[config.mk]
export PLATFORM = sky130hd
export DESIGN_NAME = colour_classifier
export DESIGN_NICKNAME = d
export VERILOG_FILES = /design/src/imgproc_pkg.sv /design/src/colour_classifier.sv
export SDC_FILE = /design/constraint.sdc
export NUM_CORES = 1
export LEC_CHECK = 0
export BUFFER_PORTS_ARGS = -buffer_cell sky130_fd_sc_hd__buf_2
export CORE_MARGIN = 3
export CORE_UTILIZATION = 44
export DETAILED_ROUTE_END_ITERATION = 6
export PLACE_DENSITY = 0.85
export REMOVE_ABC_BUFFERS = 1
export SLEW_MARGIN = 40
export SYNTH_ARGS = -nofsm -noshare
export SYNTH_HDL_FRONTEND = slang
export SYNTH_SLANG_ARGS = --single-unit
[constraint.sdc]
create_clock -name clk -period 5.4 [get_ports clk]
set_input_delay 1.08 -clock clk [delete_from_list [all_inputs] [get_ports clk]]
set_output_delay 1.08 -clock clk [all_outputs]
set_load 0.01 [all_outputs]
[src/imgproc_pkg.sv]
`default_nettype none

package imgproc_pkg;

	localparam int NUM_CLASSES = 3;

	typedef logic [10:0] coord_t;                  // Pixel column or row
	typedef logic [8:0]  hue_t;                    // Degrees, 0 to 359
	typedef logic [7:0]  pct_t;                    // Percent, 0 to 100
	typedef logic [NUM_CLASSES-1:0] class_vec_t;   // Bit 0 red, 1 yellow, 2 blue
	typedef logic [31:0] msg_word_t;
	typedef logic [8:0]  fill_t;                   // FIFO fill level, up to 256 words

	typedef struct packed {
		logic [7:0] r;
		logic [7:0] g;
		logic [7:0] b;
	} rgb_t;

	typedef struct packed {
		rgb_t pix;
		logic sop;
		logic eop;
	} beat_t;

	typedef struct packed {
		hue_t hue;
		pct_t sat;
		pct_t val;
	} hsv_t;

	typedef struct packed {
		coord_t right;
		coord_t width;
	} box_t;

	typedef struct packed {
		box_t [NUM_CLASSES-1:0] cls;   // Indexed like class_vec_t
	} box_set_t;

	typedef enum logic [1:0] {CLASS_NONE, CLASS_RED, CLASS_YELLOW, CLASS_BLUE} class_e;

	typedef enum logic [2:0] {
		MSG_IDLE,
		MSG_ID_RED,
		MSG_BOX_RED,
		MSG_ID_YELLOW,
		MSG_BOX_YELLOW,
		MSG_ID_BLUE,
		MSG_BOX_BLUE
	} msg_state_e;

	//////////////////////////////////////////////////////////////////////
	// Box geometry and message IDs
	localparam coord_t BOX_PAD = 11'd5;   // Margin around the tracked run

	localparam msg_word_t ID_RED    = "R";
	localparam msg_word_t ID_YELLOW = "Y";
	localparam msg_word_t ID_BLUE   = "B";
	localparam msg_word_t BLOCK_ID  = 32'h1234EEE2;

	//////////////////////////////////////////////////////////////////////
	// Slave register map
	localparam logic [2:0] ADDR_STATUS = 3'd0;
	localparam logic [2:0] ADDR_MSG    = 3'd1;
	localparam logic [2:0] ADDR_ID     = 3'd2;
	localparam int FLUSH_BIT = 4;

	// HSV window per class
	typedef struct packed {
		hue_t hue_lo;
		hue_t hue_hi;
		pct_t sat_lo;
		pct_t sat_hi;
		pct_t val_lo;
		pct_t val_hi;
	} thresh_t;

	localparam thresh_t THRESH [NUM_CLASSES] = '{
		'{9'd6,   9'd24,  8'd69, 8'd94,  8'd39, 8'd73},   // Red
		'{9'd41,  9'd62,  8'd53, 8'd77,  8'd46, 8'd93},   // Yellow
		'{9'd199, 9'd240, 8'd35, 8'd100, 8'd16, 8'd47}    // Blue
	};

	localparam rgb_t CLASS_COLOUR [NUM_CLASSES] = '{24'hff0000, 24'hffff00, 24'h0000ff};

endpackage

`default_nettype wire

[src/colour_classifier.sv]
`default_nettype none

module colour_classifier #(
	parameter int run_len     = 3,
	parameter int horizon_row = 182
) (
	input  logic                     clk,
	input  logic                     reset_n,
	input  imgproc_pkg::hsv_t        hsv,
	input  imgproc_pkg::rgb_t        pix,
	input  imgproc_pkg::coord_t      y,
	input  logic                     advance,
	input  logic                     clear,
	output imgproc_pkg::class_vec_t  grouped,
	output imgproc_pkg::rgb_t        high_pix
);
	import imgproc_pkg::*;

	class_vec_t match;
	logic [NUM_CLASSES-1:0][run_len-2:0] hist;   // Previous matches, newest in bit 0
	class_e hit;
	logic [7:0] grey;

	// Window test per class, only below the horizon
	always_comb begin
		for (int i = 0; i < NUM_CLASSES; i++) begin
			match[i] = (hsv.hue >= THRESH[i].hue_lo) && (hsv.hue <= THRESH[i].hue_hi) &&
				(hsv.sat >= THRESH[i].sat_lo) && (hsv.sat <= THRESH[i].sat_hi) &&
				(hsv.val >= THRESH[i].val_lo) && (hsv.val <= THRESH[i].val_hi) &&
				(y >= coord_t'(horizon_row));
		end
	end

	always_ff @(posedge clk) begin
		if (!reset_n || clear) begin
			hist <= '0;   // Runs never span frames
		end else if (advance) begin
			for (int i = 0; i < NUM_CLASSES; i++)
				hist[i] <= (hist[i] << 1) | match[i];
		end
	end

	// Run of run_len pixels ending at this one
	always_comb begin
		for (int i = 0; i < NUM_CLASSES; i++)
			grouped[i] = match[i] & (&hist[i]);
	end

	always_comb begin
		if (match[0])
			hit = CLASS_RED;
		else if (match[1])
			hit = CLASS_YELLOW;
		else if (match[2])
			hit = CLASS_BLUE;
		else
			hit = CLASS_NONE;
	end

	assign grey = pix.g[7:1] + pix.r[7:2] + pix.b[7:2];   // Luma estimate

	assign high_pix = (hit == CLASS_NONE) ? {grey, grey, grey} : CLASS_COLOUR[int'(hit) - 1];

endmodule

`default_nettype wire

=== Yosys cells after proc, flatten, opt, wreduce, memory -nomap -nowiden ===
Index checks and enable logic that the tools add are counted.

* Register bits: 6
* RAM bits: 0
* Logic and storage cells: 64
* Output and inout bits: 27
* Memory bits (read-only): 0
* Memories kept: 0
* Bits in latches: 0
* Input port bits: 64

* Eq/ne operators: 0
* Multiply operators: 0
* Order comparisons: 20
* Divide/modulo/power cells: 0
* Add/subtract/negate cells: 3
* Multiplexer cells: 7
* Shift operators: 0
* Bitwise operators: 7
* Reductions and logical operators: 24

{| class="wikitable"
|+ Operators by type and width
! cell !! number
|-
| $mux W24 || 3
|-
| $bmux W24 S2 || 1
|-
| $le A8 B7 Y1 const B || 5
|-
| $ge A32 B3 Y1 const B || 1
|-
| $ge A8 B6 Y1 const B || 4
|-
| $not A32 Y32 || 1
|-
| $logic_and A1 B1 Y1 || 18
|-
| $ge A11 B8 Y1 const B || 1
|-
| $ge A9 B3 Y1 const B || 1
|-
| $ge A9 B6 Y1 const B || 1
|-
| $ge A9 B8 Y1 const B || 1
|-
| $le A9 B5 Y1 const B || 1
|-
| $le A9 B6 Y1 const B || 1
|-
| $le A9 B8 Y1 const B || 1
|-
| $add A7 B6 Y8 || 1
|-
| $add A8 B6 Y8 || 1
|-
| $ge A8 B5 Y1 const B || 1
|-
| $ge A8 B7 Y1 const B || 1
|-
| $le A8 B6 Y1 const B || 1
|-
| $mux W2 || 3
|-
| $or A2 B1 Y2 || 3
|-
| $reduce_and A2 Y1 || 3
|-
| $and A1 B1 Y1 || 3
|-
| $sub A2 B1 Y3 const B || 1
|-
| 3 further kinds || 3
|}

=== Depth between registers and ports, before layout ===
Gate-level depths: netlist (run 1).

* Depth after elaboration: 16
* Mapped depth: 11
* Gate-level depth less buffers: 11

=== Worst setup path before layout (run 1) ===
Ideal clock, no wire load.

* Path type: input to output
* Start: input hsv[18] (netlist name)
* End: output high_pix[14] (netlist name)
* Setup slack: 1.085 ns
* Stages: 11
* Path buffers: 1
* Arrival time: 3.235 ns
* Data required time: 4.320 ns
* Path through: or3_1 o211a_1 nor4_4 and2_1 nor2_1 ha_1 clkbuf_1 nand4b_1 nand3_1 a211oi_1 nand2_1

{| class="wikitable"
|+ RTL lines
! element !! RTL line !! source
|-
| start: declaration || colour_classifier.sv:9 || <nowiki>input imgproc_pkg::hsv_t hsv,</nowiki>
|-
| end: declaration || colour_classifier.sv:15 || <nowiki>output imgproc_pkg::rgb_t high_pix</nowiki>
|}

==> impl_metrics.prom, run 1 <==
# TYPE chip_impl_metric gauge
chip_impl_metric{name="layout.cells.non_filler",unit=""} 283
chip_impl_metric{name="numPlacedInstances",unit=""} 280
chip_impl_metric{name="maximum_number_of_pins_on_one_net_before_global_route_repair",unit=""} 17
chip_impl_metric{name="clkSinkCount",unit=""} 6
chip_impl_metric{name="power_density",unit="nW/µm²"} 186.2
chip_impl_metric{name="gp_congestion",unit=""} 0.8650
chip_impl_metric{name="register_area",unit="µm²"} 120.1
chip_impl_metric{name="totalNegativeSetupSlack",unit="ns"} 0
chip_impl_metric{name="multi_input_comb_area",unit="µm²"} 1047
chip_impl_metric{name="detailroute.via_count",unit=""} 1572
chip_impl_metric{name="cts-hold-fix-buffers",unit=""} 0
chip_impl_metric{name="finalCritPeriodShare",unit="%"} 87.94
chip_impl_metric{name="synth.yosys.warnings",unit=""} 0
chip_impl_info{name="crit_family",value="simple AND/OR/NAND/NOR gates"} 1
chip_impl_metric{name="drt-initial-drc-count",unit=""} 47
chip_impl_metric{name="antenna-diode-count",unit=""} 0
chip_impl_metric{name="crit_path_max_incr_delay",unit="ns"} 0.41
chip_impl_metric{name="num-nets-final",unit=""} 335
chip_impl_metric{name="dp_slack",unit="ns"} 0.6270
chip_impl_metric{name="r2r_slack",unit="ns"} 4.66
chip_impl_metric{name="grt_overflow",unit=""} 0
chip_impl_metric{name="fill_cells",unit=""} 242
chip_impl_info{name="clockRootBuffer",value="clkbuf_4"} 1
chip_impl_info{name="path_common_cell",value="buf_2"} 1
chip_impl_metric{name="rows",unit=""} 18
chip_impl_metric{name="timing.max_slew.rel_slack",unit="%"} 52.53
chip_impl_metric{name="die-width",unit="µm"} 58.90
chip_impl_metric{name="design.portCount",unit=""} 91
chip_impl_metric{name="count_of_input_and_output_buffers",unit=""} 84
chip_impl_info{name="critical_path.cell_chain",value="buf_2 > or3_1 > o211a_1 > nor4_4 > and2_1 > nor2_1 > ha_1 > nor4bb_1 > a211oi_1 > nand2_1 > buf_2"} 1
chip_impl_info{name="max_flop_register",value="hist"} 1
chip_impl_metric{name="static-leakage-power",unit="nW"} 0.9066
chip_impl_metric{name="floorplan.die_area",unit="µm²"} 3469
chip_impl_metric{name="post_route_cells_drive_above_1_share",unit="%"} 35.57
chip_impl_info{name="final_common_cell",value="buf_2"} 1
chip_impl_metric{name="synth.cell_area",unit="µm²"} 1231
chip_impl_info{name="startpoint_type",value="input port"} 1
chip_impl_info{name="setup.worst_path.end",value="high_pix[6]"} 1
chip_impl_metric{name="grt_usage",unit="%"} 20.60
chip_impl_metric{name="max_cap_violations",unit=""} 0
chip_impl_metric{name="critPathArrivalTime",unit="ns"} 3.67
chip_impl_metric{name="drt-total-wl",unit="µm"} 3453
chip_impl_info{name="worstSetupStartpoint",value="hsv[18]"} 1
chip_impl_info{name="crit_slowest_cell",value="a211oi_1"} 1
chip_impl_metric{name="yosys.cell_types.count",unit=""} 46
chip_impl_metric{name="antenna_violating_nets_post_route",unit=""} 0
chip_impl_metric{name="crit_path_max_fanout",unit=""} 16
chip_impl_metric{name="hold_viol",unit=""} 0
chip_impl_info{name="critical_path.reg2reg.startpoint",value="hist[2]$_SDFFE_PP0P_"} 1
chip_impl_metric{name="post_drt_via_cell_ratio",unit=""} 5.555
chip_impl_metric{name="worst_r2r_path_depth",unit=""} 2
chip_impl_metric{name="timing.final.max_slew_violations",unit=""} 0
chip_impl_metric{name="clock_skew",unit="ns"} 0.009078
chip_impl_metric{name="floorplan.initialDensity",unit="%"} 47.95
chip_impl_metric{name="path_buf_inv",unit=""} 2
chip_impl_metric{name="fin_hold_ws",unit="ns"} 0.4754
chip_impl_metric{name="worstSetupPathDepth",unit=""} 11
chip_impl_info{name="worst-setup-path-type",value="in2out"} 1
chip_impl_info{name="commonest_cells_after_routing_fill_and_taps_aside",value="84 x buf_2, 33 x nand2_1, 12 x inv_1, 11 x nand3_1, 11 x nor2_1"} 1
chip_impl_info{name="run_status",value="finished clean"} 1
chip_impl_metric{name="area_growth",unit="%"} 37.50
chip_impl_metric{name="final_setup_violating_endpoints",unit=""} 0
chip_impl_metric{name="clkSlewWorstSetupHoldPaths",unit="ns"} 0.05
chip_impl_metric{name="detailedPlacementHpwl",unit="µm"} 2997
chip_impl_metric{name="synth.yosys.seq_area_share",unit="%"} 9.756
chip_impl_metric{name="post-cts-setup-buffers",unit=""} 0
chip_impl_metric{name="drt-wirelength-per-cell",unit="µm"} 12.20
chip_impl_metric{name="worstMarginPinSlew",unit="ns"} 0.7032
chip_impl_metric{name="cts.repair.resized",unit=""} 0
chip_impl_metric{name="period_needed",unit="ns"} 4.749
chip_impl_metric{name="insertion_delay",unit="ns"} 0.26
chip_impl_metric{name="largest_reg_flops",unit=""} 6
chip_impl_metric{name="achievable-frequency",unit="MHz"} 210.6
chip_impl_metric{name="synth_edf_count",unit=""} 0
chip_impl_metric{name="die_h",unit="µm"} 58.90
chip_impl_info{name="cts_tree",value="built"} 1
chip_impl_metric{name="antenna_found_initial",unit=""} 0
chip_impl_info{name="reg.largest.list",value="hist: 6 flops"} 1
chip_impl_metric{name="remaining_drc_errors",unit=""} 0
chip_impl_metric{name="post-route-worst-setup-slack",unit="ns"} 0.6513
chip_impl_metric{name="ff_latch_count_synth",unit=""} 6
chip_impl_metric{name="cp.required",unit="ns"} 4.32
chip_impl_metric{name="grt_pass1_vias",unit=""} 1408
chip_impl_metric{name="syn_avg_cell_area",unit="µm²"} 7.200
chip_impl_info{name="grt_setup_unrepaired",value="no"} 1
chip_impl_metric{name="synthArstFlopShare",unit="%"} 0
chip_impl_metric{name="cts_max_level",unit=""} 1
chip_impl_info{name="synth_top_flop_cell",value="dfxtp_1"} 1
chip_impl_info{name="rr_endpoint",value="hist[2]$_SDFFE_PP0P_"} 1
chip_impl_metric{name="wire_length_of_the_first_global_routing_pass",unit="µm"} 5768
chip_impl_info{name="hold_class",value="reg2reg"} 1
chip_impl_metric{name="detail_route.first_pass.iterations",unit=""} 4
chip_impl_metric{name="placeableCoreArea",unit="µm²"} 2567
chip_impl_metric{name="vdd_ir_drop_max",unit="V"} 0.0001477
chip_impl_metric{name="cts.path.max_buffers",unit=""} 2
chip_impl_info{name="setup.worst_path.end_class",value="output port"} 1
chip_impl_metric{name="cts_buffers",unit=""} 3
chip_impl_metric{name="synthesis.instances",unit=""} 171
routing by layer:
layer	part of all wire (%)	global-route usage, %	vias to the layer above
li1	-	-	780
met1	39	25.03	682
met2	47	37.22	107
met3	13	2.193	3
met4	0.78	7.120	0
met5	0	0	-
cells by family after synthesis:
logic type               Yosys count  synth area share, %
buffers and inverters             17                5.183
XOR/XNOR                           2                1.423
adder cells (fa/ha/maj)           16                20.53
multiplexers                       3                2.439
AND/OR/NAND/NOR                   95                41.87
AO/OA/AOI/OAI                     32                18.80
flip-flops                         6                9.756
cell usage after synthesis (all sizes together) (2+ instances only):
library cell | number | area (µm²)
a2111oi | 2 | 23.77
a211oi | 2 | 15.01
a21o | 3 | 22.52
a21oi | 7 | 35.03
and2 | 2 | 12.51
and3 | 3 | 18.77
clkbuf | 5 | 18.77
dfxtp | 6 | 120.1
fa | 7 | 140.1
ha | 9 | 112.6
inv | 12 | 45.04
mux2i | 3 | 30.03
nand2 | 33 | 123.9
nand2b | 6 | 37.54
nand3 | 11 | 55.05
nand3b | 4 | 30.03
nand4b | 2 | 17.52
nor2 | 11 | 41.29
nor2b | 3 | 18.77
nor3 | 7 | 35.03
nor4 | 4 | 46.29
nor4bb | 3 | 30.03
o2111ai | 2 | 17.52
o21ai | 5 | 25.02
worst min path at each step:
stage,startpoint,end,slack [ns],cells past startpoint
2_1_floorplan,hist[4]$_SDFFE_PP0P_,hist[4]$_SDFFE_PP0P_,0.44,2
3_3_place_gp,hist[4]$_SDFFE_PP0P_,hist[4]$_SDFFE_PP0P_,0.46,2
3_5_place_dp,hist[0]$_SDFFE_PP0P_,hist[0]$_SDFFE_PP0P_,0.46,2
4_1_cts,hist[0]$_SDFFE_PP0P_,hist[0]$_SDFFE_PP0P_,0.47,2
5_1_grt,hist[4]$_SDFFE_PP0P_,hist[4]$_SDFFE_PP0P_,0.52,2
6_report,hist[0]$_SDFFE_PP0P_,hist[0]$_SDFFE_PP0P_,0.48,2
per-stage QoR:
step / util [%] / power [W] / cell area [µm²]
3_5_place_dp: 65.06 / 0.0002718 / 1670
4_1_cts: 65.94 / 0.0003167 / 1693
5_1_grt: 65.94 / 0.0003456 / 1693
3_3_place_gp: 65.06 / 0.0002665 / 1670
6_report: 65.94 / 0.0003152 / 1693
2_1_floorplan: - / 0.0001743 / 1212
tightest hold or removal path: stages (launching register included):
cell     delay (ns)
dfxtp_1        0.32
nand2_1        0.06
a21oi_1        0.05
final cells by class:
cell class | count | area share (%)
Multi-Input combinational cell | 148 | 61.86
Timing Repair Buffer | 84 | 24.83
Sequential cell | 6 | 7.095
Inverter | 12 | 2.661
Tap cell | 30 | 2.217
Clock buffer | 3 | 1.330
power breakdown:
group	internal, W	switching (W)
Clock	0.0000254	0.0000197
Combinational	0.000101	0.000125
Sequential	0.0000444	0.00000000881
(Power assumes the default switching activity.)
==> run 2: changes to the inputs <==
ABC_AREA = 1   (was default)
CORE_UTILIZATION = 47   (was 44)
PLACE_DENSITY = 0.86   (was 0.85)
==> impl_metrics.prom, run 2 <==
# TYPE chip_impl_metric gauge
chip_impl_info{name="run_status",value="finished clean"} 1
chip_impl_metric{name="layout.cells.non_filler",unit=""} 398
chip_impl_info{name="top_post_synthesis_cells_by_area",value="nand2_1 24%, inv_1 10%, fa_1 9.5%"} 1
chip_impl_metric{name="totalNegativeSetupSlack",unit="ns"} 0
chip_impl_metric{name="finalCritPeriodShare",unit="%"} 77.74
chip_impl_metric{name="wire_length_of_the_first_global_routing_pass",unit="µm"} 6996
chip_impl_metric{name="antenna_violating_nets_post_route",unit=""} 0
chip_impl_info{name="synthMostInstantiatedCell",value="nand2_1"} 1
chip_impl_info{name="synth_top_flop_cell",value="dfxtp_1"} 1
chip_impl_info{name="cts_tree",value="built"} 1
chip_impl_metric{name="largest_reg_flops",unit=""} 6
chip_impl_metric{name="timing.max_slew.rel_slack",unit="%"} 77.78
chip_impl_metric{name="num-nets-final",unit=""} 438
chip_impl_metric{name="period_needed",unit="ns"} 4.198
chip_impl_metric{name="remaining_drc_errors",unit=""} 0
chip_impl_info{name="commonest_cells_after_routing_fill_and_taps_aside",value="96 x nand2_1, 84 x buf_2, 40 x inv_1, 33 x nor2_1, 16 x nand3_1"} 1
chip_impl_metric{name="synth.yosys.warnings",unit=""} 0
chip_impl_metric{name="insertion_delay",unit="ns"} 0.24
chip_impl_metric{name="die-width",unit="µm"} 62.12
chip_impl_metric{name="yosys.cell_types.count",unit=""} 25
chip_impl_metric{name="crit_path_max_fanout",unit=""} 3
chip_impl_metric{name="cts_max_level",unit=""} 1
chip_impl_metric{name="syn_avg_cell_area",unit="µm²"} 5.482
chip_impl_metric{name="area_growth",unit="%"} 32.71
chip_impl_metric{name="gp_congestion",unit=""} 0.8441
chip_impl_metric{name="cts.path.max_buffers",unit=""} 2
chip_impl_info{name="synth.cells.most_frequent",value="96 x nand2_1, 40 x inv_1, 33 x nor2_1"} 1
chip_impl_info{name="hold_class",value="reg2reg"} 1
chip_impl_metric{name="die_h",unit="µm"} 62.12
chip_impl_metric{name="switchingPower",unit="W"} 0.0001548
chip_impl_metric{name="detailroute.via_count",unit=""} 1881
chip_impl_metric{name="placeableCoreArea",unit="µm²"} 2877
chip_impl_metric{name="power.share.clock",unit="%"} 12.5
chip_impl_metric{name="antenna-diode-count",unit=""} 0
chip_impl_metric{name="rows",unit=""} 19
chip_impl_info{name="reg.largest.list",value="hist: 6 flops"} 1
chip_impl_metric{name="grt_overflow",unit=""} 0
chip_impl_metric{name="synthArstFlopShare",unit="%"} 0
chip_impl_info{name="setup.worst_path.end_class",value="output port"} 1
chip_impl_metric{name="worstMarginPinSlew",unit="ns"} 0.3298
chip_impl_metric{name="detailedPlacementHpwl",unit="µm"} 3388
chip_impl_metric{name="internal_pwr_total",unit="W"} 0.0001696
chip_impl_metric{name="combPwrFrac",unit="%"} 73.4
chip_impl_metric{name="cts.repair.resized",unit=""} 0
chip_impl_metric{name="synth.cell_area",unit="µm²"} 1480
chip_impl_info{name="final_common_cell",value="nand2_1"} 1
chip_impl_metric{name="drt-total-wl",unit="µm"} 3881
chip_impl_metric{name="post-cts-setup-buffers",unit=""} 0
chip_impl_metric{name="floorplan.die_area",unit="µm²"} 3859
chip_impl_metric{name="numPlacedInstances",unit=""} 395
chip_impl_metric{name="antenna_found_initial",unit=""} 0
chip_impl_metric{name="synth_top_cell_area_share",unit="%"} 24.34
chip_impl_metric{name="power.sequential.fraction",unit="%"} 14.1
chip_impl_metric{name="timing.final.max_slew_violations",unit=""} 0
chip_impl_metric{name="design.portCount",unit=""} 91
chip_impl_metric{name="detail_route.first_pass.iterations",unit=""} 4
chip_impl_metric{name="max_cap_violations",unit=""} 0
chip_impl_metric{name="netSwitchingFraction",unit="%"} 47.72
chip_impl_metric{name="drt-wirelength-per-cell",unit="µm"} 9.751
chip_impl_metric{name="synthesis.instances",unit=""} 270
chip_impl_metric{name="fin_hold_ws",unit="ns"} 0.4612
chip_impl_metric{name="detailed_place.area",unit="µm²"} 1942
chip_impl_metric{name="post_route_cells_drive_above_1_share",unit="%"} 31.18
chip_impl_info{name="clockRootBuffer",value="clkbuf_4"} 1
chip_impl_info{name="grt_setup_unrepaired",value="no"} 1
chip_impl_info{name="max_flop_register",value="hist"} 1
chip_impl_metric{name="maximum_number_of_pins_on_one_net_before_global_route_repair",unit=""} 10
chip_impl_metric{name="drt-initial-drc-count",unit=""} 44
chip_impl_metric{name="clock_skew",unit="ns"} 0.005326
chip_impl_metric{name="synth_edf_count",unit=""} 0
chip_impl_metric{name="hold_viol",unit=""} 0
chip_impl_metric{name="cp.required",unit="ns"} 4.32
chip_impl_metric{name="achievable-frequency",unit="MHz"} 238.2
chip_impl_info{name="startpoint_type",value="input port"} 1
chip_impl_metric{name="vdd_ir_drop_max",unit="V"} 0.0001828
chip_impl_metric{name="clkSinkCount",unit=""} 6
chip_impl_metric{name="ff_latch_count_synth",unit=""} 6
chip_impl_metric{name="static-leakage-power",unit="nW"} 1.181
chip_impl_metric{name="r2r_slack",unit="ns"} 4.74
chip_impl_metric{name="post_drt_via_cell_ratio",unit=""} 4.726
chip_impl_metric{name="power_density",unit="nW/µm²"} 165.1
chip_impl_info{name="worst-setup-path-type",value="in2out"} 1
chip_impl_metric{name="grt_pass1_vias",unit=""} 1729
chip_impl_metric{name="clkSlewWorstSetupHoldPaths",unit="ns"} 0.05
chip_impl_metric{name="layout.cell_area.non_filler",unit="µm²"} 1964
chip_impl_metric{name="critPathArrivalTime",unit="ns"} 3.12
chip_impl_metric{name="cts-hold-fix-buffers",unit=""} 0
chip_impl_metric{name="final_setup_violating_endpoints",unit=""} 0
chip_impl_info{name="post-synth-top-area-cell",value="nand2_1"} 1
chip_impl_metric{name="cts_buffers",unit=""} 3
chip_impl_metric{name="count_of_input_and_output_buffers",unit=""} 84
chip_impl_metric{name="floorplan.initialDensity",unit="%"} 51.46
chip_impl_metric{name="synth.yosys.seq_area_share",unit="%"} 8.115
chip_impl_metric{name="grt_usage",unit="%"} 20.55
-- run 2: worst paths after layout --
| path | to | startpoint | cells after the start |
|---|---|---|---|
| hold / removal | hist[3]$_SDFFE_PP0P_ | hist[3]$_SDFFE_PP0P_ | 2 |
| setup / recovery | high_pix[15] | pix[3] | 13 |
| hold reg to reg | hist[3]$_SDFFE_PP0P_ | hist[3]$_SDFFE_PP0P_ | 2 |
| setup reg to reg | hist[2]$_SDFFE_PP0P_ | hist[2]$_SDFFE_PP0P_ | 2 |
-- run 2: power groups by stage --
stage	Clock [W]	Sequential (W)	Combinational, W
6_report	0.0000406	0.0000458	0.000238
2_1_floorplan	0	0.0000465	0.000139
5_1_grt	0.0000451	0.0000458	0.000272
3_3_place_gp	0	0.0000466	0.000232
3_5_place_dp	0	0.0000466	0.000237
4_1_cts	0.0000426	0.0000458	0.000238
-- run 2: logic make-up (layout without fill, tap and decap cells) --
group / count (synthesis) / count (layout) / synth area share (%)
AOI/OAI and AO/OA: 29 / 29 / 11.07
xor gates and xnor gates: 1 / 1 / 0.5918
adders and majority gates: 16 / 16 / 17.08
buffers and inverters: 46 / 132 / 12.17
DFF: 6 / 6 / 8.115
and+or+nand+nor: 172 / 172 / 50.97
-- run 2: routing by layer --
metal / GRT usage [%] / wire length, µm / up-vias
met1: 25.08 / 1664 / 803
met5: 0 / 0 / -
met4: 3.315 / 27 / 0
met2: 37.10 / 1895 / 64
li1: - / - / 1010
met3: 4.865 / 293 / 4
-- run 2: final cells by class --
class	count	area (µm²)
fillers	289	912.1
flip-flops and latches	6	120.1
clock buffers	3	22.52
multi-input cells	218	1180
inverters	45	168.9
repair buffers	84	420.4
well taps	42	52.55
-- run 2: per-stage QoR --
stage               setup slack [ns]  util, %  total power (W)
finish                         1.202    68.29        0.0003243
global route                   1.007    68.29        0.0003628
CTS                            1.215    68.29        0.0003267
detailed placement             1.230    67.51        0.0002840
global placement               1.244    67.51        0.0002786
floorplan                      1.589        -        0.0001856
-- run 2: critical path, cell delays in order --
cell,delay [ns]
buf_2,0.11
fa_1,0.55
ha_1,0.21
inv_1,0.07
fa_1,0.35
inv_1,0.09
nand3_1,0.07
nand2_1,0.12
a21oi_1,0.08
nor2_1,0.09
o21ai_1,0.09
nand2_1,0.07
buf_2,0.13
==> run 3: changes to the inputs <==
CORE_UTILIZATION = 40   (was 47)
PLACE_DENSITY = 0.77   (was 0.86)
clock period = 3.8 ns   (was 5.4 ns; I/O delays follow)
==> impl_metrics.prom, run 3 (synthesis gave the netlist of run 2 again) <==
# TYPE chip_impl_metric gauge
chip_impl_metric{name="final_setup_violating_endpoints",unit=""} 0
chip_impl_metric{name="worstMarginPinSlew",unit="ns"} 0.3462
chip_impl_metric{name="placeableCoreArea",unit="µm²"} 3442
chip_impl_metric{name="detailedPlacementHpwl",unit="µm"} 3578
chip_impl_metric{name="grt_pass1_vias",unit=""} 1635
chip_impl_info{name="clockRootBuffer",value="clkbuf_8"} 1
chip_impl_metric{name="vdd_ir_drop_max",unit="V"} 0.0002516
chip_impl_metric{name="wire_length_of_the_first_global_routing_pass",unit="µm"} 6548
chip_impl_metric{name="post-route-util",unit="%"} 57.76
chip_impl_metric{name="drt-wirelength-per-cell",unit="µm"} 10.12
chip_impl_metric{name="cts.repair.resized",unit=""} 0
chip_impl_metric{name="insertion_delay",unit="ns"} 0.22
chip_impl_info{name="final_common_cell",value="nand2_1"} 1
chip_impl_info{name="cts_tree",value="built"} 1
chip_impl_metric{name="met2_wirelength",unit="µm"} 2017
chip_impl_info{name="hold_class",value="reg2reg"} 1
chip_impl_metric{name="max_cap_violations",unit=""} 0
chip_impl_info{name="reg.largest.list",value="hist: 6 flops"} 1
chip_impl_metric{name="detailroute.via_count",unit=""} 1869
chip_impl_metric{name="drt-initial-drc-count",unit=""} 84
chip_impl_metric{name="grt_usage",unit="%"} 18.00
chip_impl_metric{name="gp_congestion",unit=""} 0.8221
chip_impl_info{name="highest_layer",value="met3"} 1
chip_impl_metric{name="cts_max_level",unit=""} 1
chip_impl_metric{name="route.met3.wl",unit="µm"} 267
chip_impl_metric{name="antenna_found_initial",unit=""} 0
chip_impl_metric{name="timing.max_slew.rel_slack",unit="%"} 76.67
chip_impl_metric{name="layout.cell_area.non_filler",unit="µm²"} 1988
chip_impl_metric{name="antenna-diode-count",unit=""} 0
chip_impl_metric{name="numPlacedInstances",unit=""} 399
chip_impl_metric{name="floorplan.initialDensity",unit="%"} 43.00
chip_impl_metric{name="clock_skew",unit="ns"} 0.003175
chip_impl_metric{name="num-nets-final",unit=""} 438
chip_impl_metric{name="power_density",unit="nW/µm²"} 250.9
chip_impl_metric{name="design.portCount",unit=""} 91
chip_impl_metric{name="floorplan.die_area",unit="µm²"} 4466
chip_impl_metric{name="cts_buffers",unit=""} 3
chip_impl_metric{name="finalCritPeriodShare",unit="%"} 93.46
chip_impl_metric{name="die_h",unit="µm"} 66.83
chip_impl_metric{name="achievable-frequency",unit="MHz"} 281.6
chip_impl_info{name="worst-setup-path-type",value="in2out"} 1
chip_impl_info{name="startpoint_type",value="input port"} 1
chip_impl_metric{name="post_drt_via_cell_ratio",unit=""} 4.649
chip_impl_info{name="max_flop_register",value="hist"} 1
chip_impl_metric{name="detail_route.first_pass.iterations",unit=""} 4
chip_impl_info{name="grt_setup_unrepaired",value="no"} 1
chip_impl_metric{name="detailed_place.area",unit="µm²"} 1947
chip_impl_metric{name="period_needed",unit="ns"} 3.551
chip_impl_metric{name="remaining_drc_errors",unit=""} 0
chip_impl_metric{name="rows",unit=""} 21
chip_impl_metric{name="static-leakage-power",unit="nW"} 1.188
chip_impl_metric{name="critPathArrivalTime",unit="ns"} 2.79
chip_impl_metric{name="crit_path_max_fanout",unit=""} 3
chip_impl_metric{name="area_growth",unit="%"} 34.32
chip_impl_info{name="commonest_cells_after_routing_fill_and_taps_aside",value="96 x nand2_1, 84 x buf_2, 40 x inv_1, 33 x nor2_1, 16 x nand3_1"} 1
chip_impl_metric{name="grt_overflow",unit=""} 0
chip_impl_metric{name="met1_length",unit="µm"} 1782
chip_impl_metric{name="clkSlewWorstSetupHoldPaths",unit="ns"} 0.03
chip_impl_metric{name="r2r_slack",unit="ns"} 3.15
chip_impl_metric{name="hold_viol",unit=""} 0
chip_impl_metric{name="totalNegativeSetupSlack",unit="ns"} 0
chip_impl_metric{name="clkSinkCount",unit=""} 6
chip_impl_metric{name="layout.cells.non_filler",unit=""} 402
chip_impl_metric{name="cp.required",unit="ns"} 3.04
chip_impl_metric{name="antenna_violating_nets_post_route",unit=""} 0
chip_impl_metric{name="fin_hold_ws",unit="ns"} 0.4573
chip_impl_metric{name="largest_reg_flops",unit=""} 6
chip_impl_metric{name="cts-hold-fix-buffers",unit=""} 0
chip_impl_metric{name="drt-total-wl",unit="µm"} 4067
chip_impl_metric{name="cts.path.max_buffers",unit=""} 2
chip_impl_metric{name="count_of_input_and_output_buffers",unit=""} 84
chip_impl_metric{name="timing.final.max_slew_violations",unit=""} 0
chip_impl_metric{name="maximum_number_of_pins_on_one_net_before_global_route_repair",unit=""} 10
chip_impl_info{name="run_status",value="finished clean"} 1
chip_impl_metric{name="die-width",unit="µm"} 66.83
chip_impl_info{name="setup.worst_path.end_class",value="output port"} 1
chip_impl_metric{name="post_route_cells_drive_above_1_share",unit="%"} 31.18
chip_impl_metric{name="post-cts-setup-buffers",unit=""} 0
-- run 3: path summary, 6_finish.rpt --
kind | startpoint | to | cells past startpoint
setup / recovery | pix[3] | high_pix[15] | 13
setup reg to reg | hist[2]$_SDFFE_PP0P_ | hist[2]$_SDFFE_PP0P_ | 2
hold / removal | hist[3]$_SDFFE_PP0P_ | hist[3]$_SDFFE_PP0P_ | 2
hold reg to reg | hist[3]$_SDFFE_PP0P_ | hist[3]$_SDFFE_PP0P_ | 2
-- run 3: power by group --
| part | internal, W | switching, W | total [W] |
|---|---|---|---|
| clock network | 0.0000679 | 0.0000259 | 0.0000938 |
| registers | 0.0000646 | 0.000000712 | 0.0000653 |
| logic | 0.000141 | 0.000199 | 0.000340 |
| total | 0.000273 | 0.000225 | 0.000499 |
-- run 3: area by class of cell --
type | instances | area (µm²)
clock buffer | 3 | 41.29
fill | 363 | 1454
tap | 46 | 57.56
inverter | 45 | 168.9
sequential | 6 | 120.1
timing repair buffer | 84 | 420.4
multi-input combinational | 218 | 1180
-- run 3: through the flow --
| step | total power (W) | setup WS (ns) |
|---|---|---|
| floorplan | 0.0002637 | 0.6291 |
| global placement | 0.0003995 | 0.3132 |
| detailed placement | 0.0004066 | 0.2770 |
| CTS | 0.0005039 | 0.2602 |
| global route | 0.0005502 | 0.07534 |
| finish | 0.0004988 | 0.2486 |
-- run 3: layer usage --
| metal | up-vias | GRT usage (%) |
|---|---|---|
| li1 | 1016 | - |
| met1 | 799 | 23.89 |
| met2 | 54 | 31.68 |
| met3 | 0 | 2.530 |
| met4 | 0 | 1.777 |
| met5 | - | 0 |
-- run 3: worst max-delay path: stages --
cell	delay [ns]
buf_2	0.11
fa_1	0.56
ha_1	0.20
inv_1	0.06
fa_1	0.35
inv_1	0.09
nand3_1	0.07
nand2_1	0.10
a21oi_1	0.08
nor2_1	0.09
o21ai_1	0.10
nand2_1	0.08
buf_2	0.13
